[src/hdl/wiscPkg.sv]
`default_nettype none

package wiscPkg;

  parameter int dataW    = 16;              // datapath and byte-address width
  parameter int memDepth = 1024;            // default memory size in 16-bit words
  parameter int regAddrW = 3;               // eight architectural registers

  // 4-bit opcode field, control group in the upper codes
  typedef enum logic [3:0] {
    opAdd = 4'b0000,                        // rd = rs + rt, sets z n v
    opSub = 4'b0001,                        // rd = rs - rt, sets z n v
    opXor = 4'b0010,                        // rd = rs ^ rt, sets z
    opLw  = 4'b1000,                        // rd = mem[rs + (imm4 << 1)]
    opSw  = 4'b1001,                        // mem[rs + (imm4 << 1)] = rd
    opLlb = 4'b1010,                        // rd = sext(imm8)
    opB   = 4'b1100,                        // pc-relative conditional branch
    opBr  = 4'b1101,                        // register-indirect conditional branch
    opPcs = 4'b1110,                        // rd = pc + 2
    opHlt = 4'b1111                         // stop fetching, pc held
  } opcodeT;

  // branch condition codes, evaluated on {n, v, z}
  typedef enum logic [2:0] {
    condNe     = 3'b000,                    // z clear
    condEq     = 3'b001,                    // z set
    condGt     = 3'b010,                    // z and n clear
    condLt     = 3'b011,                    // n set
    condGe     = 3'b100,                    // z set or greater
    condLe     = 3'b101,                    // n or z set
    condOvf    = 3'b110,                    // v set
    condAlways = 3'b111                     // unconditional
  } condT;

  typedef struct packed {
    logic n;                                // negative
    logic v;                                // signed overflow
    logic z;                                // zero
  } flagsT;

  // register-register and load/store layout, rt doubles as imm4
  // register fields are 4 bits wide, only the low 3 bits select a register
  typedef struct packed {
    opcodeT     op;
    logic [3:0] rd;
    logic [3:0] rs;
    logic [3:0] rt;
  } regFormT;

  typedef struct packed {
    opcodeT     op;
    condT       cond;
    logic [8:0] offset9;                    // signed, in half-words
  } branchFormT;

  typedef struct packed {
    opcodeT     op;
    logic [3:0] rd;
    logic [7:0] imm8;
  } immFormT;

  typedef union packed {
    regFormT    regForm;
    branchFormT branchForm;
    immFormT    immForm;
  } instrU;

endpackage

`default_nettype wire

[src/hdl/memBusIf.sv]
`timescale 1ns/10ps
`default_nettype none

// one master's view of the shared memory port
interface memBusIf;
  import wiscPkg::*;

  logic             req;                    // level, held until gnt
  logic             we;                     // 1 = write, 0 = read
  logic [dataW-1:0] addr;                   // byte address
  logic [dataW-1:0] wdata;
  logic             gnt;                    // one-cycle accept pulse
  logic             rdValid;                // pulses one cycle after a read gnt
  logic [dataW-1:0] rdata;                  // valid with rdValid

  modport master (
    output req, we, addr, wdata,
    input  gnt, rdValid, rdata
  );

  modport arbiter (
    input  req, we, addr, wdata,
    output gnt, rdValid, rdata
  );

endinterface

`default_nettype wire

[src/hdl/memArbiter.sv]
`timescale 1ns/10ps
`default_nettype none

module memArbiter #(
  parameter int memDepth = wiscPkg::memDepth
) (
  input  logic                          clk,
  input  logic                          rstN,
  memBusIf.arbiter                      core,
  input  logic                          hostReq,
  input  logic                          hostWe,
  input  logic [wiscPkg::dataW-1:0]     hostAddr,     // byte address
  input  logic [wiscPkg::dataW-1:0]     hostWdata,
  output logic                          hostGnt,
  output logic                          hostRdValid,
  output logic [wiscPkg::dataW-1:0]     hostRdata,
  output logic                          memEn,
  output logic                          memWe,
  output logic [$clog2(memDepth)-1:0]   memAddr,      // word address
  output logic [wiscPkg::dataW-1:0]     memWdata,
  input  logic [wiscPkg::dataW-1:0]     memRdata
);
  import wiscPkg::*;

  localparam int memAw = $clog2(memDepth);

  logic [dataW-1:0] selAddr;
  logic             rdValidQ;               // a read was accepted last cycle
  logic             rdSelHost;              // that read belonged to the host

  // host wins every tie, core waits in place
  assign hostGnt  = hostReq;
  assign core.gnt = core.req & ~hostReq;

  assign memEn    = hostReq | core.req;
  assign memWe    = hostReq ? hostWe : core.we;
  assign selAddr  = hostReq ? hostAddr : core.addr;
  assign memAddr  = selAddr[memAw:1];       // drop byte bit
  assign memWdata = hostReq ? hostWdata : core.wdata;

  always_ff @(posedge clk) begin
    if (!rstN) begin
      rdValidQ  <= 1'b0;
      rdSelHost <= 1'b0;
    end else begin
      rdValidQ  <= memEn & ~memWe;
      rdSelHost <= hostReq;
    end
  end

  // route the registered read back to its owner
  assign hostRdValid  = rdValidQ & rdSelHost;
  assign core.rdValid = rdValidQ & ~rdSelHost;
  assign hostRdata    = rdSelHost ? memRdata : '0;
  assign core.rdata   = rdSelHost ? '0 : memRdata;

endmodule

`default_nettype wire

[src/flat_wrapper.sv]
// flat-port wrapper written by rule: the top's interface ports become plain ports
module memArbiter_flat import wiscPkg::*;
#(
  parameter int memDepth = wiscPkg::memDepth
)
  (clk, rstN, hostReq, hostWe, hostAddr, hostWdata, hostGnt, hostRdValid, hostRdata, memEn, memWe, memAddr, memWdata, memRdata, core_req, core_we, core_addr, core_wdata, core_gnt, core_rdValid, core_rdata);
  memBusIf core_i ();
  input  logic clk;
  input  logic rstN;
  input  logic hostReq;
  input  logic hostWe;
  input  logic [wiscPkg::dataW-1:0] hostAddr;
  input  logic [wiscPkg::dataW-1:0] hostWdata;
  output logic hostGnt;
  output logic hostRdValid;
  output logic [wiscPkg::dataW-1:0] hostRdata;
  output logic memEn;
  output logic memWe;
  output logic [$clog2(memDepth)-1:0] memAddr;
  output logic [wiscPkg::dataW-1:0] memWdata;
  input  logic [wiscPkg::dataW-1:0] memRdata;
  input wire logic [$bits(core_i.req)-1:0] core_req;
  input wire logic [$bits(core_i.we)-1:0] core_we;
  input wire logic [$bits(core_i.addr)-1:0] core_addr;
  input wire logic [$bits(core_i.wdata)-1:0] core_wdata;
  output wire logic [$bits(core_i.gnt)-1:0] core_gnt;
  output wire logic [$bits(core_i.rdValid)-1:0] core_rdValid;
  output wire logic [$bits(core_i.rdata)-1:0] core_rdata;
  assign core_i.req = core_req;
  assign core_i.we = core_we;
  assign core_i.addr = core_addr;
  assign core_i.wdata = core_wdata;
  assign core_gnt = core_i.gnt;
  assign core_rdValid = core_i.rdValid;
  assign core_rdata = core_i.rdata;
  memArbiter #(.memDepth(memDepth)) u_core (.clk(clk), .rstN(rstN), .core(core_i), .hostReq(hostReq), .hostWe(hostWe), .hostAddr(hostAddr), .hostWdata(hostWdata), .hostGnt(hostGnt), .hostRdValid(hostRdValid), .hostRdata(hostRdata), .memEn(memEn), .memWe(memWe), .memAddr(memAddr), .memWdata(memWdata), .memRdata(memRdata));
endmodule
[config.mk]
export PLATFORM = sky130hd
export DESIGN_NAME = memArbiter_flat
export DESIGN_NICKNAME = d
export VERILOG_FILES = /design/src/hdl/wiscPkg.sv /design/src/hdl/memBusIf.sv /design/src/hdl/memArbiter.sv /design/src/flat_wrapper.sv
export SDC_FILE = /design/constraint.sdc
export NUM_CORES = 1
export LEC_CHECK = 0
export BUFFER_PORTS_ARGS = -buffer_cell sky130_fd_sc_hd__buf_2
export CAP_MARGIN = 20
export CORE_ASPECT_RATIO = 0.75
export CORE_MARGIN = 2
export CORE_UTILIZATION = 23
export DETAILED_ROUTE_END_ITERATION = 8
export PLACE_DENSITY = 0.85
export SYNTH_ARGS = -nofsm -noshare
export SYNTH_HDL_FRONTEND = slang
export SYNTH_SLANG_ARGS = --single-unit
[constraint.sdc]
create_clock -name clk -period 0.9 [get_ports clk]
set_input_delay 0.135 -clock clk [delete_from_list [all_inputs] [get_ports clk]]
set_output_delay 0.135 -clock clk [all_outputs]
set_load 0.02 [all_outputs]
==> impl_summary.txt <==
----------------------------------------------------
[Outcome]
  Outcome ... complete, but fails checks
  Violations in the final reports ... negative setup slack

[Yosys]
  Ranking of synthesized cells by area ... sky130_fd_sc_hd__mux2_2, sky130_fd_sc_hd__nor2b_1, sky130_fd_sc_hd__and2_1
  Cell area after synthesis ... 652 sq um
  Fraction of registers with async set/reset ... 0
  Share of the synthesized netlist area taken by xor and xnor gates ... 0
  Gate count of the mapped netlist ... 76
  Library cell with the largest summed area after synthesis ... sky130_fd_sc_hd__mux2_2
  Primary flip-flop cell chosen by synthesis mapping ... sky130_fd_sc_hd__dfxtp_1
  Adder and majority gate portion of the synthesized area ... 0
  Synth Net Count ... 162
  Mean post-synth cell area ... 8.58 sq um
  Synth top area share ... 0.466
  Count of flip-flops with a built-in enable after synthesis ... 0
  Post-synthesis share of cell area spent on and, or, nand and nor gates ... 0.365
  Distinct cell type count of the synthesized netlist ... 10
  Most frequently used cell type in the post-synthesis netlist ... sky130_fd_sc_hd__mux2_2
  YS warnings ... 0
  Share of the yosys chip area belonging to registers ... 0.0614
  Post-synthesis register bit count ... 2
  Proportion of synthesized area in mux cells ... 0.466
  Combinational family with the most area after synthesis ... multiplexers
  Fraction of the mapped netlist area in compound gates ... 0.0154
  Post-synth top cells ... sky130_fd_sc_hd__mux2_2, sky130_fd_sc_hd__nor2b_1, sky130_fd_sc_hd__and2_1, sky130_fd_sc_hd__buf_2, sky130_fd_sc_hd__buf_6

[STA]
  Setup repair after global routing missed its margin ... yes
  Hold Fails Final Rpt ... 0
  Pins Over Slew Limit ... 0
  Slew headroom ... 0.893
  Share of the cycle needed by the critical path after routing ... 1.35
  Setup ws final ... -0.313 ns
  Final count of negative-setup-slack endpoints ... 61
  Clock period minus worst slack ... 1.21 ns
  Worst hold-check slack ... 0.169 ns
  Fmax ... 825 MHz
  Sum Neg Setup Slack ... -10.31 ns
  Worst Max-Slew Pin Slew ... 0.160 ns

[Clocking]
  Clock tree sinks ... 2
  Clock Root Buffer ... sky130_fd_sc_hd__clkbuf_8
  Maximum buffer depth of the clock tree ... 2
  Level count of the clock H-tree ... 1
  Inserted Clock Buffers ... 3
  CTS tree ... done
  CTS clock-pin slew for the worst setup and hold paths ... 0.03 ns
  Hold buffer count at CTS ... 0

[Global routing]
  Number of antenna violations at the first check in global routing ... 2
  Global-route wire length before repair ... 6810 um
  Pin count of the biggest net entering global routing ... 16
  Sum of overflow across all layers after global routing ... 0
  Via count of the first global-routing pass ... 1355
  Global-route total usage across every layer ... 0.281

[Routing]
  DR pass1 iterations ... 4
  Routed wire length ... 4950 um
  Antenna Nets Post-Route ... 0
  First DRT Iteration DRCs ... 54
  Vias per cell ... 4.60
  Average wire per standard cell ... 19.0 um
  Count of vias placed by the detailed router ... 1200
  Total DRC errors in the routed layout ... 0

[Critical path]
  Sequence of cells on the critical path ... buf_16, nor2b_1, buf_4
  Maximum net fanout on the critical path ... 14
  Critical Path Slowest Stage Cell ... sky130_fd_sc_hd__dfxtp_4
  Crit. End Element ... primary output
  Data arrival time of the critical path ... 1.08 ns
  CP max stage delay ... 0.36 ns
  Required time of the critical path ... 0.76 ns
  Kind of critical path ... reg -> out
  Startpoint class of the critical path ... flop

[Pwr]
  Combinational cell fraction of total power ... 0.747
  Sequential fraction of design power ... 0.057
  Power Density ... 811 mW/mm^2
  Switching component of the power ... 0.643 mW
  Net switching fraction of the power ... 0.364
  Cell internal power dissipation ... 1.13 mW
  Pleak ... 1.22 nW
  Fraction of power consumed by the clock network ... 0.196
  Max VDD drop ... 0.000533 V

[Finish]
  Cell Count, Final, Fillers Out ... 261
  Nets ... 311
  Number of inserted filler cells in the final layout ... 147
  Area growth from synthesis to layout ... 235%
  Fraction of layout instances using a drive strength above 1 ... 0.951

[Floorplan]
  Die height ... 50.1 um
  Die area ... 0.00328 sq mm
  Floorplan die width ... 65.5 um
  Area of the core ... 0.00264 sq mm
  Placement Rows ... 16
  Starting utilization of the core area ... 0.247
  Ports placed on the boundary ... 150

[Placed design]
  Port Buf Inserts ... 137
  Post-DP HPWL ... 2870 um
  Placed Cells ... 246
  DP Worst Slack ... -0.170 ns
  Placer Congestion ... 0.795

[Min path]
  Worst hold path class ... in -> reg
  Count of cells along the worst hold path ... 2

[Flow run]
  Max-capacitance violation count ... 0

----------------------------------------------------
## routing by layer
layer	wire, um	up-vias	global-route usage
li1	-	550	-
met3	466	14	0.0890
met2	2670	90	0.548
met4	155	0	0.160
met5	0	-	0
met1	1660	546	0.250
## cells in the final DEF, fill, tap and decap left out
cell type | netlist | layout
sky130_fd_sc_hd__inv_1 | 1 | 1
sky130_fd_sc_hd__nor2b_2 | 0 | 5
sky130_fd_sc_hd__buf_2 | 3 | 72
sky130_fd_sc_hd__nor2b_4 | 0 | 7
sky130_fd_sc_hd__and2_1 | 18 | 1
sky130_fd_sc_hd__buf_8 | 0 | 1
sky130_fd_sc_hd__clkbuf_8 | 0 | 3
sky130_fd_sc_hd__and2_2 | 0 | 1
sky130_fd_sc_hd__buf_6 | 3 | 61
sky130_fd_sc_hd__or2_4 | 0 | 1
sky130_fd_sc_hd__buf_12 | 0 | 4
sky130_fd_sc_hd__mux2_4 | 0 | 27
sky130_fd_sc_hd__a32o_1 | 1 | 1
sky130_fd_sc_hd__diode_2 | 0 | 2
sky130_fd_sc_hd__dfxtp_4 | 0 | 1
sky130_fd_sc_hd__dfxtp_1 | 2 | 1
sky130_fd_sc_hd__nor2b_1 | 19 | 7
sky130_fd_sc_hd__buf_16 | 0 | 2
sky130_fd_sc_hd__buf_4 | 1 | 11
sky130_fd_sc_hd__and2_4 | 0 | 16
## per-stage QoR
stage / power (mW) / utilization / instance area [sq um]
final: 1.77 / 0.825 / 2180
after global routing: 1.84 / 0.825 / 2180
after CTS: 1.72 / 0.819 / 2160
after detailed placement: 0.927 / 0.534 / 1410
after global placement: 0.910 / 0.534 / 1410
after floorplan: 0.574 / - / 681
## worst paths after layout
kind | from | endpoint | slack [ns]
min | rstN | u_core.rdSelHost$_SDFF_PN0_ | 0.17
max | u_core.rdSelHost$_SDFF_PN0_ | core_rdata[3] | -0.31
## cell families after synthesis
family / after synthesis
AOI/OAI and AO/OA: 1
buffers and inverters: 8
DFF: 2
muxes: 27
and+or+nand+nor: 38
## repair_timing
action | in CTS | in global routing
buffers inserted | 6 | 2
endpoints found under the setup margin | 63 | 65
cloned | 5 | 0
pin swaps | 1 | 0
resized for setup | 170 | 28
## critical path: cells and delay by family (launching register included)
family / cells / cell delay [ns]
flip-flops: 1 / 0.36
buffers and inverters: 2 / 0.33
AND/OR/NAND/NOR: 1 / 0.17
## state kept, by name, summed over array words and instances (netlist names)
| name | cells |
|---|---|
| u_core.rdValidQ | 1 |
| u_core.rdSelHost | 1 |
## area by class of cell
class / instances / area (sq um) / area share
sequential: 2 / 43.8 / 0.0201
timing repair buffer: 151 / 1280 / 0.587
tap: 36 / 45.0 / 0.0207
inverter: 1 / 3.75 / 0.00172
clock buffer: 3 / 41.3 / 0.0189
multi-input combinational: 66 / 762 / 0.349
antenna: 2 / 5.00 / 0.00229
## power by group through the flow
stage | combinational (mW) | sequential (mW) | clock, mW
after global placement | 0.811 | 0.0988 | 0
after CTS | 1.26 | 0.100 | 0.357
after floorplan | 0.475 | 0.0991 | 0
after detailed placement | 0.828 | 0.0989 | 0
final | 1.32 | 0.101 | 0.347
after global routing | 1.37 | 0.101 | 0.367
Power figures use the tool's default switching activity.
