$ cat src/hdl/wiscPkg.sv
`default_nettype none

package wiscPkg;

  parameter int dataW    = 16;              // datapath and byte-address width
  parameter int memDepth = 1024;            // default memory size in 16-bit words
  parameter int regAddrW = 3;               // eight architectural registers

  // 4-bit opcode field, control group in the upper codes
  typedef enum logic [3:0] {
    opAdd = 4'b0000,                        // rd = rs + rt, sets z n v
    opSub = 4'b0001,                        // rd = rs - rt, sets z n v
    opXor = 4'b0010,                        // rd = rs ^ rt, sets z
    opLw  = 4'b1000,                        // rd = mem[rs + (imm4 << 1)]
    opSw  = 4'b1001,                        // mem[rs + (imm4 << 1)] = rd
    opLlb = 4'b1010,                        // rd = sext(imm8)
    opB   = 4'b1100,                        // pc-relative conditional branch
    opBr  = 4'b1101,                        // register-indirect conditional branch
    opPcs = 4'b1110,                        // rd = pc + 2
    opHlt = 4'b1111                         // stop fetching, pc held
  } opcodeT;

  // branch condition codes, evaluated on {n, v, z}
  typedef enum logic [2:0] {
    condNe     = 3'b000,                    // z clear
    condEq     = 3'b001,                    // z set
    condGt     = 3'b010,                    // z and n clear
    condLt     = 3'b011,                    // n set
    condGe     = 3'b100,                    // z set or greater
    condLe     = 3'b101,                    // n or z set
    condOvf    = 3'b110,                    // v set
    condAlways = 3'b111                     // unconditional
  } condT;

  typedef struct packed {
    logic n;                                // negative
    logic v;                                // signed overflow
    logic z;                                // zero
  } flagsT;

  // register-register and load/store layout, rt doubles as imm4
  // register fields are 4 bits wide, only the low 3 bits select a register
  typedef struct packed {
    opcodeT     op;
    logic [3:0] rd;
    logic [3:0] rs;
    logic [3:0] rt;
  } regFormT;

  typedef struct packed {
    opcodeT     op;
    condT       cond;
    logic [8:0] offset9;                    // signed, in half-words
  } branchFormT;

  typedef struct packed {
    opcodeT     op;
    logic [3:0] rd;
    logic [7:0] imm8;
  } immFormT;

  typedef union packed {
    regFormT    regForm;
    branchFormT branchForm;
    immFormT    immForm;
  } instrU;

endpackage

`default_nettype wire

$ cat src/hdl/memBusIf.sv
`timescale 1ns/10ps
`default_nettype none

// one master's view of the shared memory port
interface memBusIf;
  import wiscPkg::*;

  logic             req;                    // level, held until gnt
  logic             we;                     // 1 = write, 0 = read
  logic [dataW-1:0] addr;                   // byte address
  logic [dataW-1:0] wdata;
  logic             gnt;                    // one-cycle accept pulse
  logic             rdValid;                // pulses one cycle after a read gnt
  logic [dataW-1:0] rdata;                  // valid with rdValid

  modport master (
    output req, we, addr, wdata,
    input  gnt, rdValid, rdata
  );

  modport arbiter (
    input  req, we, addr, wdata,
    output gnt, rdValid, rdata
  );

endinterface

`default_nettype wire

$ cat src/hdl/pcControl.sv
`timescale 1ns/10ps
`default_nettype none

module pcControl (
  input  logic [wiscPkg::dataW-1:0] pcIn,         // current pc
  input  logic [wiscPkg::dataW-1:0] regData,      // rs value, target of BR
  input  wiscPkg::instrU            instr,
  input  wiscPkg::flagsT            flags,
  output logic [wiscPkg::dataW-1:0] pcNext,
  output logic                      branchTaken
);
  import wiscPkg::*;

  opcodeT           op;
  logic [8:0]       offset9;
  logic [dataW-1:0] pcPlus2;                // sequential successor
  logic [dataW-1:0] offsetExt;              // sign-extended, shifted to bytes
  logic [dataW-1:0] pcTarget;               // B target
  logic             willBranch;             // condition met on current flags

  assign op      = instr.branchForm.op;
  assign offset9 = instr.branchForm.offset9;

  assign pcPlus2   = pcIn + dataW'(2);
  assign offsetExt = {{(dataW - 10){offset9[8]}}, offset9, 1'b0};
  assign pcTarget  = pcPlus2 + offsetExt;   // relative to the next instruction

  always_comb begin
    case (instr.branchForm.cond)
      condNe:     willBranch = ~flags.z;
      condEq:     willBranch = flags.z;
      condGt:     willBranch = ~flags.z & ~flags.n;
      condLt:     willBranch = flags.n;
      condGe:     willBranch = flags.z | (~flags.z & ~flags.n);
      condLe:     willBranch = flags.n | flags.z;
      condOvf:    willBranch = flags.v;
      condAlways: willBranch = 1'b1;
      default:    willBranch = 1'b0;
    endcase
  end

  always_comb begin
    case (op)
      opB:     pcNext = branchTaken ? pcTarget : pcPlus2;
      opBr:    pcNext = branchTaken ? regData : pcPlus2;
      opPcs:   pcNext = pcPlus2;            // link value comes from here too
      opHlt:   pcNext = pcIn;               // pc frozen on halt
      default: pcNext = pcPlus2;            // alu, memory and unknown opcodes
    endcase
  end

  // condition result on the two branch opcodes, low elsewhere
  assign branchTaken = (op inside {opB, opBr}) ? willBranch : 1'b0;

endmodule

`default_nettype wire

$ cat src/hdl/regFile.sv
`timescale 1ns/10ps
`default_nettype none

module regFile (
  input  logic                         clk,
  input  logic                         rstN,
  input  logic [wiscPkg::regAddrW-1:0] rdAddrA,
  input  logic [wiscPkg::regAddrW-1:0] rdAddrB,
  input  logic                         wrEn,
  input  logic [wiscPkg::regAddrW-1:0] wrAddr,
  input  logic [wiscPkg::dataW-1:0]    wrData,
  output logic [wiscPkg::dataW-1:0]    rdDataA,
  output logic [wiscPkg::dataW-1:0]    rdDataB
);
  import wiscPkg::*;

  logic [dataW-1:0] regs [2**regAddrW];

  always_ff @(posedge clk) begin
    if (!rstN) begin
      for (int i = 0; i < 2**regAddrW; i++) begin
        regs[i] <= '0;
      end
    end else if (wrEn && (wrAddr != '0)) begin  // r0 never written
      regs[wrAddr] <= wrData;
    end
  end

  // async reads, r0 forced to zero on both ports
  assign rdDataA = (rdAddrA == '0) ? '0 : regs[rdAddrA];
  assign rdDataB = (rdAddrB == '0) ? '0 : regs[rdAddrB];

endmodule

`default_nettype wire

$ cat src/hdl/aluFlags.sv
`timescale 1ns/10ps
`default_nettype none

module aluFlags (
  input  logic                      clk,
  input  logic                      rstN,
  input  logic                      flagEn,      // one-cycle strobe from EXEC
  input  wiscPkg::instrU            instr,
  input  logic [wiscPkg::dataW-1:0] opA,         // rs
  input  logic [wiscPkg::dataW-1:0] opB,         // rt
  output logic [wiscPkg::dataW-1:0] result,
  output wiscPkg::flagsT            flags
);
  import wiscPkg::*;

  opcodeT           op;
  logic [dataW-1:0] sum;
  logic [dataW-1:0] diff;
  logic             ovfAdd;
  logic             ovfSub;
  logic             ovf;
  logic             isZero;

  assign op   = instr.regForm.op;
  assign sum  = opA + opB;
  assign diff = opA - opB;

  // same-sign operands giving an opposite-sign sum
  assign ovfAdd = (opA[dataW-1] == opB[dataW-1]) && (sum[dataW-1] != opA[dataW-1]);
  // mixed signs where the difference flips away from opA
  assign ovfSub = (opA[dataW-1] != opB[dataW-1]) && (diff[dataW-1] != opA[dataW-1]);

  always_comb begin
    case (op)
      opAdd: begin
        result = sum;
        ovf    = ovfAdd;
      end
      opSub: begin
        result = diff;
        ovf    = ovfSub;
      end
      default: begin
        result = opA ^ opB;                 // XOR and don't-care opcodes
        ovf    = 1'b0;
      end
    endcase
  end

  assign isZero = (result == '0);

  always_ff @(posedge clk) begin
    if (!rstN) begin
      flags <= '0;
    end else if (flagEn) begin
      case (op)
        opAdd, opSub: flags <= '{n: result[dataW-1], v: ovf, z: isZero};
        opXor:        flags.z <= isZero;    // n and v keep their value
        default:      flags <= flags;
      endcase
    end
  end

endmodule

`default_nettype wire

$ cat src/hdl/cpuCore.sv
`timescale 1ns/10ps
`default_nettype none

module cpuCore #(
  parameter int memDepth = wiscPkg::memDepth
) (
  input  logic     clk,
  input  logic     rstN,
  input  logic     run,                     // fetch enable
  memBusIf.master  mem,
  output logic     halted
);
  import wiscPkg::*;

  typedef enum logic [2:0] {stFetch, stWait, stExec, stMem, stHalt} stateT;

  // byte addresses wrap at the memory size
  localparam logic [dataW-1:0] addrMask = dataW'(2 * memDepth - 1);

  stateT                state;
  logic [dataW-1:0]     pc;
  logic [dataW-1:0]     pcNext;
  instrU                ir;                 // instruction register
  opcodeT               op;
  logic                 memGranted;         // LW accepted, data pending
  flagsT                flags;
  logic [dataW-1:0]     rdDataA;
  logic [dataW-1:0]     rdDataB;
  logic [dataW-1:0]     aluResult;
  logic [dataW-1:0]     effAddr;
  logic [dataW-1:0]     wrData;
  logic [regAddrW-1:0]  rdAddrB;
  logic                 wrEn;
  logic                 flagEn;
  logic                 execWrite;          // opcodes writing rd at EXEC

  assign op = ir.regForm.op;

  pcControl iPc (
    .pcIn(pc), .regData(rdDataA), .instr(ir), .flags(flags),
    .pcNext(pcNext), .branchTaken()
  );

  regFile iRegs (
    .clk(clk), .rstN(rstN),
    .rdAddrA(ir.regForm.rs[regAddrW-1:0]), .rdAddrB(rdAddrB),
    .wrEn(wrEn), .wrAddr(ir.regForm.rd[regAddrW-1:0]), .wrData(wrData),
    .rdDataA(rdDataA), .rdDataB(rdDataB)
  );

  aluFlags iAlu (
    .clk(clk), .rstN(rstN), .flagEn(flagEn), .instr(ir),
    .opA(rdDataA), .opB(rdDataB), .result(aluResult), .flags(flags)
  );

  assign rdAddrB   = (op == opSw) ? ir.regForm.rd[regAddrW-1:0]   // store data
                                  : ir.regForm.rt[regAddrW-1:0];
  assign execWrite = op inside {opAdd, opSub, opXor, opLlb, opPcs};
  assign flagEn    = (state == stExec) && (op inside {opAdd, opSub, opXor});
  assign wrEn      = ((state == stExec) && execWrite) ||
                     ((state == stMem) && memGranted && mem.rdValid);

  always_comb begin
    case (op)
      opLlb:   wrData = {{(dataW - 8){ir.immForm.imm8[7]}}, ir.immForm.imm8};
      opPcs:   wrData = pcNext;             // pc + 2 for PCS
      opLw:    wrData = mem.rdata;
      default: wrData = aluResult;
    endcase
  end

  // rs + sext(imm4) << 1, regs stay stable until the access completes
  assign effAddr = (rdDataA + {{(dataW - 5){ir.regForm.rt[3]}}, ir.regForm.rt, 1'b0})
                   & addrMask;

  assign mem.req   = ((state == stFetch) && run) || ((state == stMem) && !memGranted);
  assign mem.we    = (state == stMem) && (op == opSw);
  assign mem.addr  = (state == stMem) ? effAddr : (pc & addrMask);
  assign mem.wdata = rdDataB;

  always_ff @(posedge clk) begin
    if (!rstN) begin
      state      <= stFetch;
      pc         <= '0;
      memGranted <= 1'b0;
      halted     <= 1'b0;
    end else begin
      case (state)
        stFetch: if (mem.gnt) state <= stWait;
        stWait:  if (mem.rdValid) state <= stExec;
        stExec: begin
          pc <= pcNext;                     // held on HLT
          if (op == opHlt) begin
            state  <= stHalt;
            halted <= 1'b1;
          end else if (op inside {opLw, opSw}) begin
            state <= stMem;
          end else begin
            state <= stFetch;
          end
        end
        stMem: begin
          if (!memGranted) begin
            if (mem.gnt && (op == opSw)) state <= stFetch;
            else if (mem.gnt) memGranted <= 1'b1;
          end else if (mem.rdValid) begin   // load data written this cycle
            memGranted <= 1'b0;
            state      <= stFetch;
          end
        end
        stHalt:  state <= stHalt;           // only reset leaves
        default: state <= stFetch;
      endcase
    end
  end

  always_ff @(posedge clk) begin
    if ((state == stWait) && mem.rdValid) ir <= mem.rdata;
  end

endmodule

`default_nettype wire

$ cat src/flat_wrapper.sv
// flat-port wrapper written by rule: the top's interface ports become plain ports
module cpuCore_flat import wiscPkg::*;
#(
  parameter int memDepth = wiscPkg::memDepth
)
  (clk, rstN, run, halted, mem_req, mem_we, mem_addr, mem_wdata, mem_gnt, mem_rdValid, mem_rdata);
  memBusIf mem_i ();
  input  logic clk;
  input  logic rstN;
  input  logic run;
  output logic halted;
  output wire logic [$bits(mem_i.req)-1:0] mem_req;
  output wire logic [$bits(mem_i.we)-1:0] mem_we;
  output wire logic [$bits(mem_i.addr)-1:0] mem_addr;
  output wire logic [$bits(mem_i.wdata)-1:0] mem_wdata;
  input wire logic [$bits(mem_i.gnt)-1:0] mem_gnt;
  input wire logic [$bits(mem_i.rdValid)-1:0] mem_rdValid;
  input wire logic [$bits(mem_i.rdata)-1:0] mem_rdata;
  assign mem_req = mem_i.req;
  assign mem_we = mem_i.we;
  assign mem_addr = mem_i.addr;
  assign mem_wdata = mem_i.wdata;
  assign mem_i.gnt = mem_gnt;
  assign mem_i.rdValid = mem_rdValid;
  assign mem_i.rdata = mem_rdata;
  cpuCore #(.memDepth(memDepth)) u_core (.clk(clk), .rstN(rstN), .run(run), .mem(mem_i), .halted(halted));
endmodule
$ cat config.mk
export PLATFORM = sky130hd
export DESIGN_NAME = cpuCore_flat
export DESIGN_NICKNAME = d
export VERILOG_FILES = /design/src/hdl/wiscPkg.sv /design/src/hdl/memBusIf.sv /design/src/hdl/pcControl.sv /design/src/hdl/regFile.sv /design/src/hdl/aluFlags.sv /design/src/hdl/cpuCore.sv /design/src/flat_wrapper.sv
export SDC_FILE = /design/constraint.sdc
export NUM_CORES = 1
export LEC_CHECK = 0
export ABC_CLOCK_PERIOD_IN_PS = 7900
export BUFFER_PORTS_ARGS = -buffer_cell sky130_fd_sc_hd__buf_2
export CAP_MARGIN = 20
export CELL_PAD_IN_SITES_DETAIL_PLACEMENT = 0
export CELL_PAD_IN_SITES_GLOBAL_PLACEMENT = 1
export CORE_ASPECT_RATIO = 1.75
export CORE_MARGIN = 2
export CORE_UTILIZATION = 54
export CTS_BUF_LIST = sky130_fd_sc_hd__clkbuf_8
export CTS_CLUSTER_DIAMETER = 100
export DETAILED_ROUTE_END_ITERATION = 7
export PLACE_DENSITY_LB_ADDON = 0.1
export SLEW_MARGIN = 20
export SYNTH_ARGS = -nofsm -noshare
export SYNTH_HDL_FRONTEND = slang
export SYNTH_SLANG_ARGS = --single-unit
$ cat constraint.sdc
create_clock -name clk -period 7.9 [get_ports clk]
set_input_delay 1.185 -clock clk [delete_from_list [all_inputs] [get_ports clk]]
set_output_delay 1.185 -clock clk [all_outputs]
set_load 0.01 [all_outputs]
==> impl_metrics.csv <==
group,metric,value,unit
status,status,"finished clean",
timing,fin_crit,5900,ps
synthesis,synth_cell_types,76,
synthesis,synth_top_cell_by_area,"edfxtp_1",
timing,slew_viol_final,0,
finish,final_cell_mix,"nor2_1, edfxtp_1, nand2_1",
synthesis,syn-instance-count,1257,
floorplan,num_rows,72,
timing,period_share,74.7,%
finish,post_route_cells_drive_above_1_share,12.7,%
finish,fin_area,0.0130,mm^2
routing,dr.pass1.iters,5,
floorplan,die_h,201,um
synthesis,yosysWarnings,0,
routing,ant_nets,0,
placement,post-dp-hpwl,30200,um
floorplan,die-area,0.0235,mm^2
timing,tightest_slew,1040,ps
clock_network,cts_root_buffer,"clkbuf_8",
routing,dr_total_vias,10300,
critical_path,cp-end-kind,"register",
synthesis,synth_simple_gate_area_share,18.1,%
critical_path,cp.required,8120,ps
synthesis,ys_async_sr_fraction,0,%
placement,portBuffers,50,
power_and_ir_drop,p_per_area,178,mW/mm^2
routing,drc,0,
finish,final_cells,1601,
synthesis,syn_area,0.0120,mm^2
floorplan,pin_count,56,
synthesis,muxShareOfSynthArea,10.5,%
critical_path,cp_cell_sequence,"buf_4 -> and4bb_2 -> mux2_2 -> buf_4 -> and2_1 -> a211oi_1 -> a31oi_1 -> mux2i_1 -> ha_1 -> nor3b_1 -> o21ai_0 -> o21ai_0 -> o32ai_1 -> o31ai_1 -> a2bb2oi_1 -> xor2_1 -> o21ai_1 -> nor2_1",
placement,place_area,0.0126,mm^2
placement,place_inst,1569,
synthesis,synth_area_leaders,"edfxtp_1, mux4_2, ha_1",
grt,antenna_found_initial,0,
critical_path,crit_slowest_cell,"mux2_2",
grt,grt_pass1_wl,60300,um
clock_network,cts_resized,0,
floorplan,start_util,54.5,%
clock_network,cts_tree,"yes",
synthesis,synth_area_per_cell,9.54,um^2
clock_network,cts.sinks,171,
synthesis,yosysSeqAreaShare,40.6,%
synthesis,synthFlopType,"edfxtp_1",
grt,overflow,0,
worst_hold_path,worstHoldPathType,"reg2reg",
placement,routabilityCongestion,0.984,
power_and_ir_drop,vdd_ir_drop_max,0.000245,V
routing,routed_wl,41000,um
finish,num_antenna_cells,0,
routing,via_per_inst,6.42,
clock_network,clockBufferDepth,2,
clock_network,clkLatencyLatePin,520,ps
synthesis,synthAdderAreaFrac,6.30,%
floorplan,die_x,117,um
finish,areaGrowthSynthToFinish,8.46,%
synthesis,synth_xor_area_share,3.58,%
clock_network,cts_hold_buf,0,
critical_path,path_max_fanout,28,
clock_network,ctsHtreeMaxLevel,4,
timing,setup_tns,0,ps
timing,slew_headroom,30.3,%
routing,drt_iter0_drc,781,
finish,nNetsFinal,1371,
timing,hold_viol_final,0,
critical_path,worstSetupStartpointType,"register",
synthesis,synth-compound-area-share,16.7,%
synthesis,synth_edf_count,144,
clock_network,cts_inserted_buffers,17,
timing,finalSetupViolations,0,
timing,fin_skew,18.7,ps
clock_network,postCtsSetupBuffers,0,
routing,wire_per_inst,25.6,um
synthesis,ys_ff_latch,171,
floorplan,core,0.0220,mm^2
critical_path,critical_path_arrival,6120,ps
critical_path,cpPeakStageDelay,620,ps
timing,whs,514,ps
synthesis,yosysTopAreaCellShare,36.1,%
finish,ff_latch_area,0.00487,mm^2
timing,fmax,169,MHz
critical_path,path_class,"reg2reg",
timing,rsz0062_at_grt,"no",
grt,grt_max_degree,33,
finish,final_common_cell,"nor2_1",
synthesis,synth_top_family_by_area,"simple AND/OR/NAND/NOR gates",
run,cap_violations,0,
grt,track_usage,35.8,%
grt,first_global_vias,10300,
power_and_ir_drop,power.leakage,0.00504,uW
finish,multi_input_area,0.00675,mm^2
finish,fillCellCount,2055,
clock_network,clk_pin_slew_worst_paths,100,ps
[layer usage]
| layer | share of wire (%) | GRT usage (%) | up-vias | wire length, um |
|---|---|---|---|---|
| li1 | - | - | 4697 | - |
| met1 | 34 | 37.1 | 4946 | 13900 |
| met2 | 51 | 61.8 | 444 | 21100 |
| met3 | 5.8 | 5.72 | 193 | 2370 |
| met4 | 8.9 | 29.2 | 0 | 3660 |
| met5 | 0 | 0 | - | 0 |
[report_power, final]
part | switching [uW] | internal, uW
combinational | 369 | 204
sequential | 33.1 | 1010
clock | 355 | 345
[flip-flops by register name, indices dropped and copies added, names as in the netlist, named ones only]
register,flops
u_core.state,3
u_core.iRegs.regs,128
u_core.ir,16
u_core.pc,16
u_core.halted,1
u_core.memGranted,1
u_core.iAlu.flags,3
[worst max-delay path, delay by kind of cell (launching register included)]
family                     cells  cell delay (ps)
muxes                          2              910
xor gates and xnor gates       1              170
DFF                            1              370
AOI/OAI and AO/OA              8             1930
buffers and inverters          2              550
adders and majority gates      1              400
and+or+nand+nor                4             1240
[worst paths after layout]
| path | end | start | slack (ps) | cells after the start |
|---|---|---|---|---|
| setup / recovery | u_core.iRegs.regs[1][15]$_SDFFCE_PN0P_ | u_core.ir[13]$_DFFE_PP_ | 2000 | 18 |
| hold / removal | u_core.halted$_SDFFE_PN0P_ | u_core.halted$_SDFFE_PN0P_ | 510 | 2 |
| setup reg to reg | u_core.iRegs.regs[1][15]$_SDFFCE_PN0P_ | u_core.ir[13]$_DFFE_PP_ | 2000 | 18 |
| hold reg to reg | u_core.halted$_SDFFE_PN0P_ | u_core.halted$_SDFFE_PN0P_ | 510 | 2 |
[per-stage QoR]
| stage | setup WS, ps | total power (uW) | utilization [%] |
|---|---|---|---|
| after floorplan | 2740 | 1450 | - |
| after global placement | 2090 | 1620 | 57.2 |
| after detailed placement | 2110 | 1630 | 57.2 |
| after CTS | 2060 | 2320 | 59.2 |
| after global routing | 1640 | 2400 | 59.2 |
| final | 2000 | 2320 | 59.2 |
[synth_stat cells (6+ instances only)]
cell and number:
or2_2 6, nand2b_1 18, a21oi_1 58, o21ai_0 72, o211ai_1 9, a211oi_1 25
nand3_1 27, nand3b_1 7, xnor2_1 35, mux4_2 33, xor2_1 14, edfxtp_1 144
buf_1 6, a22oi_1 10, a31oi_1 25, nand2_1 126, a222oi_1 6, ha_1 54
nor2b_1 13, o21a_1 8, nor2_1 178, and3_1 10, nor4_1 6, dfxtp_1 27
nor3_1 32, a22o_1 8, o22ai_1 6, and2_1 20, inv_1 39, a21o_1 12
clkbuf_1 59, mux2i_1 46, a221oi_1 7, o31ai_1 9
[cells by family (layout without fill, tap and decap cells)]
kind of cell	after synthesis	count (layout)
other	1	21
AND/OR/NAND/NOR	471	471
multiplexers	84	84
flip-flops	171	171
buffers and inverters	119	147
AO/OA/AOI/OAI	304	304
XOR/XNOR	49	49
adder cells (fa/ha/maj)	58	58
[layout make-up]
type	instances	area share (%)
Sequential cell	171	37.4
Timing Repair Buffer	75	3.37
Clock buffer	17	1.80
Clock inverter	15	1.50
Multi-Input combinational cell	987	51.9
Inverter	40	1.15
Tap cell	296	2.85
Note: power is estimated with default switching activity, not from simulation.
